$ cat src/verilog/pinmux_pkg.sv
// Shared widths, word map and bus/struct types for the pin-mux register block
// Word indexes 15 to 31 are unmapped and read as zero
`default_nettype none

package pinmux_pkg;

   //----------------------------------------------------------------------
   // Bus widths
   //----------------------------------------------------------------------
   localparam int REG_DATA_W = 32;
   localparam int REG_ADDR_W = 8;    // Byte address
   localparam int REG_BE_W   = 4;
   localparam int WORD_IDX_W = 5;    // addr[6:2]

   //----------------------------------------------------------------------
   // Word map
   //----------------------------------------------------------------------
   localparam logic [WORD_IDX_W-1:0] ADDR_CHIP_ID       = 5'd0;
   localparam logic [WORD_IDX_W-1:0] ADDR_FUSE_ID       = 5'd1;
   localparam logic [WORD_IDX_W-1:0] ADDR_GLBL_CFG1     = 5'd2;
   localparam logic [WORD_IDX_W-1:0] ADDR_GLBL_CFG2     = 5'd3;
   localparam logic [WORD_IDX_W-1:0] ADDR_GPIO_IN       = 5'd4;   // Read only
   localparam logic [WORD_IDX_W-1:0] ADDR_GPIO_OUT      = 5'd5;
   localparam logic [WORD_IDX_W-1:0] ADDR_GPIO_DIR      = 5'd6;
   localparam logic [WORD_IDX_W-1:0] ADDR_GPIO_TYPE     = 5'd7;
   localparam logic [WORD_IDX_W-1:0] ADDR_INTR          = 5'd8;
   localparam logic [WORD_IDX_W-1:0] ADDR_GPIO_INT_STAT = 5'd9;   // W1C
   localparam logic [WORD_IDX_W-1:0] ADDR_GPIO_INT_SET  = 5'd10;  // W1S
   localparam logic [WORD_IDX_W-1:0] ADDR_GPIO_INT_MASK = 5'd11;
   localparam logic [WORD_IDX_W-1:0] ADDR_GPIO_POS_SEL  = 5'd12;
   localparam logic [WORD_IDX_W-1:0] ADDR_GPIO_NEG_SEL  = 5'd13;
   localparam logic [WORD_IDX_W-1:0] ADDR_MULTI_FUNC    = 5'd14;

   // Chip ID fields, read back as 8268_1301
   localparam logic [15:0] MANU_ID    = 16'h8268;  // "RD"
   localparam logic [3:0]  TOTAL_CORE = 4'h1;
   localparam logic [3:0]  CHIP_ID    = 4'h3;
   localparam logic [7:0]  CHIP_REV   = 8'h01;

   //----------------------------------------------------------------------
   // Bus and block-level structs
   //----------------------------------------------------------------------
   typedef struct packed {
      logic                  cs;
      logic                  wr;
      logic [REG_ADDR_W-1:0] addr;
      logic [REG_DATA_W-1:0] wdata;
      logic [REG_BE_W-1:0]   be;
   } reg_req_t;

   // Write as seen by the register blocks, idx valid every cycle
   typedef struct packed {
      logic                  stb;     // One-shot, writes only
      logic [WORD_IDX_W-1:0] idx;
      logic [REG_DATA_W-1:0] wdata;
      logic [REG_BE_W-1:0]   be;
   } reg_wr_t;

   // All active low, 0 holds the peripheral in reset
   typedef struct packed {
      logic [1:0] cpu_core_rst_n;
      logic       cpu_intf_rst_n;
      logic       qspim_rst_n;
      logic       sspim_rst_n;
      logic       uart_rst_n;
      logic       i2cm_rst_n;
      logic       usb_rst_n;
   } periph_rst_t;

   typedef struct packed {
      logic [31:0] fuse_mhartid;
      logic [9:0]  cfg_pulse_1us;
      logic [1:0]  cfg_riscv_debug_sel;
   } riscv_cfg_t;

   typedef struct packed {
      logic [15:0] irq_lines;
      logic        soft_irq;
      logic [2:0]  user_irq;
   } irq_out_t;

   typedef struct packed {
      logic [31:0] out_data;
      logic [31:0] dir_sel;          // Pad direction
      logic [31:0] out_type;         // 0 static, 1 waveform
      logic [31:0] posedge_int_sel;
      logic [31:0] negedge_int_sel;
      logic [31:0] multi_func_sel;
   } gpio_cfg_t;

endpackage

`default_nettype wire

$ cat src/verilog/byte_en_reg.sv
// 32-bit register, loads only the enabled bytes while en is high
`timescale 1ns/1ps
`default_nettype none

module byte_en_reg #(
   parameter logic [31:0] RESET_VAL = 32'h0
) (
   input  logic        mclk,
   input  logic        h_reset_n,
   input  logic        en,          // Word selected by a write strobe
   input  logic [3:0]  be,
   input  logic [31:0] wdata,
   output logic [31:0] q
);

   always_ff @(posedge mclk or negedge h_reset_n)
   begin
      if (!h_reset_n)
      begin
         q <= RESET_VAL;
      end
      else if (en)
      begin
         // Unselected bytes hold
         for (int b = 0; b < 4; b++)
         begin
            if (be[b])
               q[8*b +: 8] <= wdata[8*b +: 8];
         end
      end
   end

endmodule

`default_nettype wire

$ cat src/verilog/reg_bus_ctrl.sv
// Register bus slave, every access acks one cycle after cs is seen
// Host must hold the request until ack and drop cs within a cycle after it
`timescale 1ns/1ps
`default_nettype none

module reg_bus_ctrl (
   input  logic                 mclk,
   input  logic                 h_reset_n,
   input  pinmux_pkg::reg_req_t req,
   input  logic [31:0]          glbl_rdata,
   input  logic [31:0]          gpio_rdata,
   input  logic [31:0]          int_rdata,
   output pinmux_pkg::reg_wr_t  wr,
   output logic [31:0]          reg_rdata,
   output logic                 reg_ack
);

   logic        acc_start;   // cs seen, ack not yet given
   logic [31:0] rdata_mux;

   assign acc_start = req.cs && !reg_ack;
   assign rdata_mux = glbl_rdata | gpio_rdata | int_rdata;  // Unselected blocks give 0

   // Broadcast to all register blocks
   assign wr.stb   = acc_start && req.wr;   // Same cycle ack is registered
   assign wr.idx   = req.addr[6:2];
   assign wr.wdata = req.wdata;
   assign wr.be    = req.be;

   always_ff @(posedge mclk or negedge h_reset_n)
   begin
      if (!h_reset_n)
         reg_ack <= 1'b0;
      else
         reg_ack <= acc_start;   // Single-cycle pulse
   end

   // Read word captured together with the ack
   always_ff @(posedge mclk)
   begin
      if (acc_start)
         reg_rdata <= rdata_mux;
   end

   // Host sees exactly one ack per access
   a_ack_one_shot : assert property (
      @(posedge mclk) disable iff (!h_reset_n) reg_ack |=> !reg_ack);

endmodule

`default_nettype wire

$ cat src/verilog/glbl_cfg_regs.sv
// Chip ID, fuse hart ID, the two global config words and the interrupt word
// Peripheral resets come out of reset asserted until software sets them
`timescale 1ns/1ps
`default_nettype none

module glbl_cfg_regs #(
   parameter logic [31:0] FUSE_RESET = 32'hA55A_A55A
) (
   input  logic                    mclk,
   input  logic                    h_reset_n,
   input  pinmux_pkg::reg_wr_t     wr,
   input  logic [1:0]              ext_intr_in,
   input  logic                    usb_intr,
   input  logic                    i2cm_intr,
   input  logic                    gpio_intr,    // Summary from GPIO status
   output logic [31:0]             rdata,
   output pinmux_pkg::periph_rst_t periph_rst,
   output pinmux_pkg::riscv_cfg_t  riscv_cfg,
   output pinmux_pkg::irq_out_t    irq
);

   logic [31:0] chip_id_word;
   logic [31:0] fuse_q;
   logic [31:0] cfg1_q;
   logic [31:0] cfg2_q;
   logic [31:0] intr_word;
   logic [10:0] irq_sw_lo;   // irq_lines[10:0]
   logic [3:0]  irq_sw_hi;   // soft_irq and user_irq
   logic        intr_wen;

   assign chip_id_word = {pinmux_pkg::MANU_ID, pinmux_pkg::TOTAL_CORE,
                          pinmux_pkg::CHIP_ID, pinmux_pkg::CHIP_REV};

   //----------------------------------------------------------------------
   // Fuse ID and global config words
   //----------------------------------------------------------------------
   byte_en_reg #(.RESET_VAL(FUSE_RESET)) u_fuse_reg (
      .mclk (mclk), .h_reset_n (h_reset_n),
      .en   (wr.stb && (wr.idx == pinmux_pkg::ADDR_FUSE_ID)),
      .be   (wr.be), .wdata (wr.wdata), .q (fuse_q));

   byte_en_reg #(.RESET_VAL(32'h0)) u_cfg1_reg (
      .mclk (mclk), .h_reset_n (h_reset_n),
      .en   (wr.stb && (wr.idx == pinmux_pkg::ADDR_GLBL_CFG1)),
      .be   (wr.be), .wdata (wr.wdata), .q (cfg1_q));

   byte_en_reg #(.RESET_VAL(32'h0)) u_cfg2_reg (
      .mclk (mclk), .h_reset_n (h_reset_n),
      .en   (wr.stb && (wr.idx == pinmux_pkg::ADDR_GLBL_CFG2)),
      .be   (wr.be), .wdata (wr.wdata), .q (cfg2_q));

   // Reset controls, low holds the peripheral in reset
   assign periph_rst.cpu_intf_rst_n = cfg1_q[0];
   assign periph_rst.qspim_rst_n    = cfg1_q[1];
   assign periph_rst.sspim_rst_n    = cfg1_q[2];
   assign periph_rst.uart_rst_n     = cfg1_q[3];
   assign periph_rst.i2cm_rst_n     = cfg1_q[4];
   assign periph_rst.usb_rst_n      = cfg1_q[5];
   assign periph_rst.cpu_core_rst_n = cfg1_q[9:8];   // One per core

   assign riscv_cfg.fuse_mhartid        = fuse_q;
   assign riscv_cfg.cfg_pulse_1us       = cfg2_q[9:0];
   assign riscv_cfg.cfg_riscv_debug_sel = cfg2_q[31:30];

   //----------------------------------------------------------------------
   // Interrupt word, software bits around the live inputs
   //----------------------------------------------------------------------
   assign intr_wen = wr.stb && (wr.idx == pinmux_pkg::ADDR_INTR);

   always_ff @(posedge mclk or negedge h_reset_n)
   begin
      if (!h_reset_n)
      begin
         irq_sw_lo <= '0;
         irq_sw_hi <= '0;
      end
      else if (intr_wen)
      begin
         if (wr.be[0])
            irq_sw_lo[7:0] <= wr.wdata[7:0];
         if (wr.be[1])
            irq_sw_lo[10:8] <= wr.wdata[10:8];   // 15:11 are live
         if (wr.be[2])
            irq_sw_hi <= wr.wdata[19:16];
      end
   end

   assign intr_word = {12'h0, irq_sw_hi,
                       gpio_intr, ext_intr_in, usb_intr, i2cm_intr,  // Bits 15..11
                       irq_sw_lo};

   assign irq.irq_lines = intr_word[15:0];
   assign irq.soft_irq  = intr_word[16];
   assign irq.user_irq  = intr_word[19:17];

   always_comb
   begin
      case (wr.idx)
         pinmux_pkg::ADDR_CHIP_ID   : rdata = chip_id_word;
         pinmux_pkg::ADDR_FUSE_ID   : rdata = fuse_q;
         pinmux_pkg::ADDR_GLBL_CFG1 : rdata = cfg1_q;
         pinmux_pkg::ADDR_GLBL_CFG2 : rdata = cfg2_q;
         pinmux_pkg::ADDR_INTR      : rdata = intr_word;
         default                    : rdata = 32'h0;   // Not ours
      endcase
   end

endmodule

`default_nettype wire

$ cat src/verilog/gpio_port_regs.sv
// GPIO input synchronizer and capture, plus the six GPIO config words
// SYNC_STAGES must be at least 1, input read lags the pins by SYNC_STAGES+1
`timescale 1ns/1ps
`default_nettype none

module gpio_port_regs #(
   parameter int SYNC_STAGES = 2
) (
   input  logic                  mclk,
   input  logic                  h_reset_n,
   input  pinmux_pkg::reg_wr_t   wr,
   input  logic [31:0]           gpio_in_data,      // Async pad inputs
   output logic [31:0]           rdata,
   output pinmux_pkg::gpio_cfg_t gpio_cfg,
   output logic [31:0]           cfg_gpio_data_in,  // Captured input word
   output logic [31:0]           gpio_prev_indata   // Synchronizer output
);

   logic [SYNC_STAGES-1:0][31:0] sync_q;
   logic [5:0][31:0]             cfg_q;
   logic [5:0]                   cfg_wen;

   //----------------------------------------------------------------------
   // Input path
   //----------------------------------------------------------------------
   always_ff @(posedge mclk or negedge h_reset_n)
   begin
      if (!h_reset_n)
      begin
         sync_q           <= '0;
         cfg_gpio_data_in <= '0;
      end
      else
      begin
         sync_q[0] <= gpio_in_data;
         for (int s = 1; s < SYNC_STAGES; s++)
            sync_q[s] <= sync_q[s-1];
         cfg_gpio_data_in <= sync_q[SYNC_STAGES-1];   // One cycle behind sync
      end
   end

   assign gpio_prev_indata = sync_q[SYNC_STAGES-1];

   //----------------------------------------------------------------------
   // Config words, order matches gpio_cfg_t
   //----------------------------------------------------------------------
   assign cfg_wen[0] = wr.stb && (wr.idx == pinmux_pkg::ADDR_GPIO_OUT);
   assign cfg_wen[1] = wr.stb && (wr.idx == pinmux_pkg::ADDR_GPIO_DIR);
   assign cfg_wen[2] = wr.stb && (wr.idx == pinmux_pkg::ADDR_GPIO_TYPE);
   assign cfg_wen[3] = wr.stb && (wr.idx == pinmux_pkg::ADDR_GPIO_POS_SEL);
   assign cfg_wen[4] = wr.stb && (wr.idx == pinmux_pkg::ADDR_GPIO_NEG_SEL);
   assign cfg_wen[5] = wr.stb && (wr.idx == pinmux_pkg::ADDR_MULTI_FUNC);

   for (genvar i = 0; i < 6; i++)
   begin : g_cfg
      byte_en_reg #(.RESET_VAL(32'h0)) u_cfg_reg (
         .mclk      (mclk),
         .h_reset_n (h_reset_n),
         .en        (cfg_wen[i]),
         .be        (wr.be),
         .wdata     (wr.wdata),
         .q         (cfg_q[i])
      );
   end

   assign gpio_cfg.out_data        = cfg_q[0];
   assign gpio_cfg.dir_sel         = cfg_q[1];
   assign gpio_cfg.out_type        = cfg_q[2];
   assign gpio_cfg.posedge_int_sel = cfg_q[3];
   assign gpio_cfg.negedge_int_sel = cfg_q[4];
   assign gpio_cfg.multi_func_sel  = cfg_q[5];

   always_comb
   begin
      case (wr.idx)
         pinmux_pkg::ADDR_GPIO_IN      : rdata = cfg_gpio_data_in;
         pinmux_pkg::ADDR_GPIO_OUT     : rdata = cfg_q[0];
         pinmux_pkg::ADDR_GPIO_DIR     : rdata = cfg_q[1];
         pinmux_pkg::ADDR_GPIO_TYPE    : rdata = cfg_q[2];
         pinmux_pkg::ADDR_GPIO_POS_SEL : rdata = cfg_q[3];
         pinmux_pkg::ADDR_GPIO_NEG_SEL : rdata = cfg_q[4];
         pinmux_pkg::ADDR_MULTI_FUNC   : rdata = cfg_q[5];
         default                       : rdata = 32'h0;
      endcase
   end

endmodule

`default_nettype wire

$ cat src/verilog/gpio_int_ctrl.sv
// GPIO interrupt status with W1C, W1S and mask, plus the summary interrupt
// A pending event always beats a software clear in the same cycle
`timescale 1ns/1ps
`default_nettype none

module gpio_int_ctrl (
   input  logic                mclk,
   input  logic                h_reset_n,
   input  pinmux_pkg::reg_wr_t wr,
   input  logic [31:0]         gpio_int_event,   // One-cycle event per pin
   output logic [31:0]         rdata,
   output logic                gpio_intr
);

   logic [31:0] int_stat;
   logic [31:0] stat_nxt;
   logic [31:0] int_mask;
   logic        clr_hit;
   logic        set_hit;

   assign clr_hit = wr.stb && (wr.idx == pinmux_pkg::ADDR_GPIO_INT_STAT);
   assign set_hit = wr.stb && (wr.idx == pinmux_pkg::ADDR_GPIO_INT_SET);

   //----------------------------------------------------------------------
   // Status update, byte by byte
   //----------------------------------------------------------------------
   always_comb
   begin
      for (int b = 0; b < 4; b++)
      begin
         if (clr_hit && wr.be[b])
            stat_nxt[8*b +: 8] = int_stat[8*b +: 8] & ~wr.wdata[8*b +: 8];
         else if (set_hit && wr.be[b])
            stat_nxt[8*b +: 8] = int_stat[8*b +: 8] | wr.wdata[8*b +: 8];
         else
            stat_nxt[8*b +: 8] = int_stat[8*b +: 8];
      end
      stat_nxt = stat_nxt | gpio_int_event;   // Events win
   end

   always_ff @(posedge mclk or negedge h_reset_n)
   begin
      if (!h_reset_n)
         int_stat <= '0;
      else
         int_stat <= stat_nxt;
   end

   byte_en_reg #(.RESET_VAL(32'h0)) u_mask_reg (
      .mclk      (mclk),
      .h_reset_n (h_reset_n),
      .en        (wr.stb && (wr.idx == pinmux_pkg::ADDR_GPIO_INT_MASK)),
      .be        (wr.be),
      .wdata     (wr.wdata),
      .q         (int_mask)
   );

   assign gpio_intr = |(int_stat & int_mask);   // To interrupt word bit 15

   always_comb
   begin
      case (wr.idx)
         pinmux_pkg::ADDR_GPIO_INT_STAT,
         pinmux_pkg::ADDR_GPIO_INT_SET  : rdata = int_stat;   // Both read status
         pinmux_pkg::ADDR_GPIO_INT_MASK : rdata = int_mask;
         default                        : rdata = 32'h0;
      endcase
   end

   // No clear may drop an event in flight
   a_event_sets_stat : assert property (
      @(posedge mclk) disable iff (!h_reset_n)
      (gpio_int_event != '0) |=>
         ((int_stat & $past(gpio_int_event)) == $past(gpio_int_event)));

endmodule

`default_nettype wire

$ cat src/verilog/pinmux_reg.sv
// Global and pin-mux register block top, bus pins to the three register blocks
// Word indexes 15 to 31 read as zero and ignore writes
`timescale 1ns/1ps
`default_nettype none

module pinmux_reg #(
   parameter logic [31:0] FUSE_RESET  = 32'hA55A_A55A,
   parameter int          SYNC_STAGES = 2
) (
   input  logic                                mclk,
   input  logic                                h_reset_n,

   // Register bus
   input  logic                                reg_cs,
   input  logic                                reg_wr,
   input  logic [pinmux_pkg::REG_ADDR_W-1:0]   reg_addr,
   input  logic [pinmux_pkg::REG_DATA_W-1:0]   reg_wdata,
   input  logic [pinmux_pkg::REG_BE_W-1:0]     reg_be,
   output logic [pinmux_pkg::REG_DATA_W-1:0]   reg_rdata,
   output logic                                reg_ack,

   // Interrupt sources
   input  logic [1:0]                          ext_intr_in,
   input  logic                                usb_intr,
   input  logic                                i2cm_intr,

   // GPIO pins
   input  logic [31:0]                         gpio_in_data,
   input  logic [31:0]                         gpio_int_event,

   output pinmux_pkg::periph_rst_t             periph_rst,
   output pinmux_pkg::riscv_cfg_t              riscv_cfg,
   output pinmux_pkg::irq_out_t                irq,
   output pinmux_pkg::gpio_cfg_t               gpio_cfg,
   output logic [31:0]                         cfg_gpio_data_in,
   output logic [31:0]                         gpio_prev_indata
);

   pinmux_pkg::reg_req_t bus_req;
   pinmux_pkg::reg_wr_t  blk_wr;      // Shared by all blocks
   logic [31:0]          glbl_rdata;
   logic [31:0]          gpio_rdata;
   logic [31:0]          int_rdata;
   logic                 gpio_intr;

   assign bus_req = '{cs: reg_cs, wr: reg_wr, addr: reg_addr,
                      wdata: reg_wdata, be: reg_be};

   reg_bus_ctrl u_bus_ctrl (
      .mclk       (mclk),
      .h_reset_n  (h_reset_n),
      .req        (bus_req),
      .glbl_rdata (glbl_rdata),
      .gpio_rdata (gpio_rdata),
      .int_rdata  (int_rdata),
      .wr         (blk_wr),
      .reg_rdata  (reg_rdata),
      .reg_ack    (reg_ack)
   );

   glbl_cfg_regs #(.FUSE_RESET(FUSE_RESET)) u_glbl_cfg (
      .mclk        (mclk),
      .h_reset_n   (h_reset_n),
      .wr          (blk_wr),
      .ext_intr_in (ext_intr_in),
      .usb_intr    (usb_intr),
      .i2cm_intr   (i2cm_intr),
      .gpio_intr   (gpio_intr),
      .rdata       (glbl_rdata),
      .periph_rst  (periph_rst),
      .riscv_cfg   (riscv_cfg),
      .irq         (irq)
   );

   gpio_port_regs #(.SYNC_STAGES(SYNC_STAGES)) u_gpio_port (
      .mclk             (mclk),
      .h_reset_n        (h_reset_n),
      .wr               (blk_wr),
      .gpio_in_data     (gpio_in_data),
      .rdata            (gpio_rdata),
      .gpio_cfg         (gpio_cfg),
      .cfg_gpio_data_in (cfg_gpio_data_in),
      .gpio_prev_indata (gpio_prev_indata)
   );

   gpio_int_ctrl u_gpio_int (
      .mclk           (mclk),
      .h_reset_n      (h_reset_n),
      .wr             (blk_wr),
      .gpio_int_event (gpio_int_event),
      .rdata          (int_rdata),
      .gpio_intr      (gpio_intr)
   );

endmodule

`default_nettype wire

$ cat config.mk
export PLATFORM = sky130hd
export DESIGN_NAME = pinmux_reg
export DESIGN_NICKNAME = d
export VERILOG_FILES = /design/src/verilog/pinmux_pkg.sv /design/src/verilog/byte_en_reg.sv /design/src/verilog/reg_bus_ctrl.sv /design/src/verilog/glbl_cfg_regs.sv /design/src/verilog/gpio_port_regs.sv /design/src/verilog/gpio_int_ctrl.sv /design/src/verilog/pinmux_reg.sv
export SDC_FILE = /design/constraint.sdc
export NUM_CORES = 1
export LEC_CHECK = 0
export ABC_AREA = 1
export BUFFER_PORTS_ARGS = -buffer_cell sky130_fd_sc_hd__buf_2
export CORE_MARGIN = 2
export CORE_UTILIZATION = 30
export DETAILED_ROUTE_END_ITERATION = 10
export SLEW_MARGIN = 20
export SYNTH_ARGS = -nofsm -noshare
export SYNTH_HDL_FRONTEND = slang
export SYNTH_SLANG_ARGS = --single-unit
$ cat constraint.sdc
create_clock -name mclk -period 3.72 [get_ports mclk]
set_input_delay 0.186 -clock mclk [delete_from_list [all_inputs] [get_ports mclk]]
set_output_delay 0.186 -clock mclk [all_outputs]
set_load 0.005 [all_outputs]
==> flow_summary.toml <==
[synthesis]
synth-async-reset-ratio_pct = 93.5
netlist_area_sq_mm = 0.0206
syn_nets = 2396
yosysUniqueCellTypes = 28
ys_ff_latch = 496
yosysWarnings = 0
yosysSeqAreaShare_pct = 61.1
synth_cells = 2280
synth_edf_count = 32
synth_flop_cell = "dfrtp_1"
syn_area_per_cell_sq_um = 9.03

[sta]
timing.slew.headroom_pct = 39.7
hold_viol_final = 0
timing.fmax_mhz = 359
slew_violations = 0
rsz0062_at_grt = "no"
final.period_utilization_pct = 74.8
worstMarginPinSlew_ns = 0.904
skew_ns = 0.0190
fin_crit_ns = 2.78
finalSetupTns_ns = 0
setup_viol = 0

[setup_path]
critPathSlowestCell = "nor3b_4"
rr_worst_depth = 5
cp.arrival_ns = 3.23
worstSetupPathType = "flip-flop to flip-flop"
worst_setup_path_end_kind = "flip-flop"
crit_path_max_incr_delay_ns = 0.78
path_max_fanout = 16
worstPathRequired_ns = 4.17
cp_cell_sequence = "nor3b_4 > buf_4 > nand3_1 > nand2_1 > o21ai_0"
critPathLaunchType = "flip-flop"

[clocking]
htreeDepth = 2
cts_setup_buffers = 0
numCtsBuffers = 57
cts_tree = "built"
post_cts_resized = 0
clk_latency_ns = 0.61
cts.sinks = 496
cts_root_buf = "clkbuf_16"
clk_pin_slew_ns = 0.06
cts_max_path_buffers = 3

[drt]
drt-initial-drc-count = 1249
ant_nets = 0
wire_per_inst_microns = 20.9
firstDrtPassIters = 5
wl_microns = 76800
drc = 0
vias = 17600
via_per_inst = 4.79

[power]
vdd_drop_max_mv = 0.330
power_density_mw_per_mm2 = 486
p_leak_uw = 0.0129

[place]
hpwl_microns = 54300
dpl_cell_area_sq_mm = 0.0235
gp_congestion = 0.849
port_buffers = 473
place_inst = 3498

[finish]
mostFrequentLayoutCell = "nand2_1"
fin_area_sq_mm = 0.0261
layout.nets = 2862
drive_above_1_share_pct = 23.7
synthToLayoutAreaGrowth_pct = 26.7
stdcell_count = 3676
final_core_util_pct = 38.3
seqCellArea_sq_mm = 0.0126
final.fill_count = 6972
multiInputGateArea_sq_mm = 0.00670
final_cell_mix = "nand2_1 (813), buf_2 (472), dfrtp_1 (448)"

[die]
dieArea_sq_mm = 0.0708
start_util_pct = 30.2
row_count = 96
die_h_microns = 266
coreArea_sq_mm = 0.0682
die_w_microns = 266
ios = 477

[global_route]
grt_max_degree = 101
grt_pass1_wl_microns = 112000
antenna_found_initial = 5
grt_overflow = 0
grt_pass1_vias = 16800
grt_usage_pct = 21.3

[hold_path]
min_path_cells = 3
worst_hold_path_type = "input port to flip-flop"

[run_status]
status = "finished, final reports clean"

[run]
maxCapViolCount = 0
[metal layers]
metal	up-vias	part of all wire, %	global-route usage [%]
li1	8295	-	-
met3	115	6.1	4.47
met2	599	47	34.3
met1	8587	45	29.1
met5	-	0.046	0
met4	6	2.4	5.72
[stage by stage]
| step | hold slack (ns) | setup WS (ns) | power (uW) |
|---|---|---|---|
| after floorplan | -0.110 | 1.47 | 6450 |
| after global placement | 0.294 | 0.965 | 7080 |
| after detailed placement | 0.295 | 0.930 | 7100 |
| after CTS | 0.0146 | 0.955 | 12800 |
| after global routing | 0.0618 | 0.759 | 13200 |
| final | 0.0511 | 0.938 | 12700 |
[final timing paths]
path,slack (ns),start,to
setup / recovery,0.94,u_bus_ctrl.reg_ack,u_gpio_port.g_cfg[0].u_cfg_reg.q[29]
max in group asynchronous,2.48,h_reset_n,u_glbl_cfg.u_fuse_reg.q[22]
hold reg to reg,0.34,u_gpio_port.sync_q[1],u_gpio_port.gpio_prev_indata[1]
setup reg to reg,0.94,u_bus_ctrl.reg_ack,u_gpio_port.g_cfg[0].u_cfg_reg.q[29]
min in group asynchronous,0.25,h_reset_n,u_gpio_port.sync_q[11]
hold / removal,0.05,reg_wdata[14],u_gpio_port.g_cfg[1].u_cfg_reg.q[14]
[cells in the mapped netlist, types with 17 or more instances]
library cell	count	share of area (%)
nand4_1	44	1.3
o21ai_1	47	1.1
a21oi_1	17	0.41
dfrtp_1	448	54
nand3_2	17	0.83
nand2_1	813	15
nor2_1	86	1.6
o21ai_0	366	8.9
buf_2	29	0.70
edfxtp_1	32	4.7
nand3_1	76	1.8
buf_4	59	2.2
clkbuf_1	77	1.4
inv_1	99	1.8
[registers in the layout, indices dropped and copies added (netlist names)]
name	cells
u_gpio_port.g_cfg.u_cfg_reg.q	192
u_bus_ctrl.reg_rdata	32
u_glbl_cfg.u_fuse_reg.q	32
u_glbl_cfg.u_cfg2_reg.q	32
u_glbl_cfg.u_cfg1_reg.q	32
u_glbl_cfg.irq_sw_hi	4
u_gpio_int.u_mask_reg.q	32
u_gpio_port.cfg_gpio_data_in	32
u_bus_ctrl.reg_ack	1
u_gpio_port.sync_q	32
u_glbl_cfg.irq_sw_lo	11
u_gpio_port.gpio_prev_indata	32
u_gpio_int.int_stat	32
[worst max-delay path: cells and delay by family (launching register included)]
family / cells / cell delay (ns)
DFF: 1 / 0.44
buffers and inverters: 1 / 0.37
and+or+nand+nor: 3 / 1.68
AOI/OAI and AO/OA: 1 / 0.11
[power breakdown]
part | switching [uW] | total [uW] | internal [uW]
clock | 2330 | 5630 | 3300
sequential | 228 | 5990 | 5760
combinational | 659 | 1060 | 406
[final cells by class]
class                   count  share of cell area, %
flip-flops and latches    496                   48.2
multi-input cells        1502                   25.7
repair buffers            582                   13.2
clock buffers              87                   6.40
well taps                 882                   4.23
inverters                 107                   1.54
clock inverters            18                  0.743
diodes                      2                 0.0192
[kinds of logic after synthesis]
family                 after synthesis  share of synthesized area [%]
and+or+nand+nor                   1059                           21.3
buffers and inverters              282                           6.61
DFF                                496                           61.1
AOI/OAI and AO/OA                  443                           10.9
[timing repair]
action,in CTS,in global routing
endpoints found under the setup margin,0,0
hold buffers,71,0
endpoints found under the hold margin,165,0
Note: power is estimated with default switching activity, not from simulation.
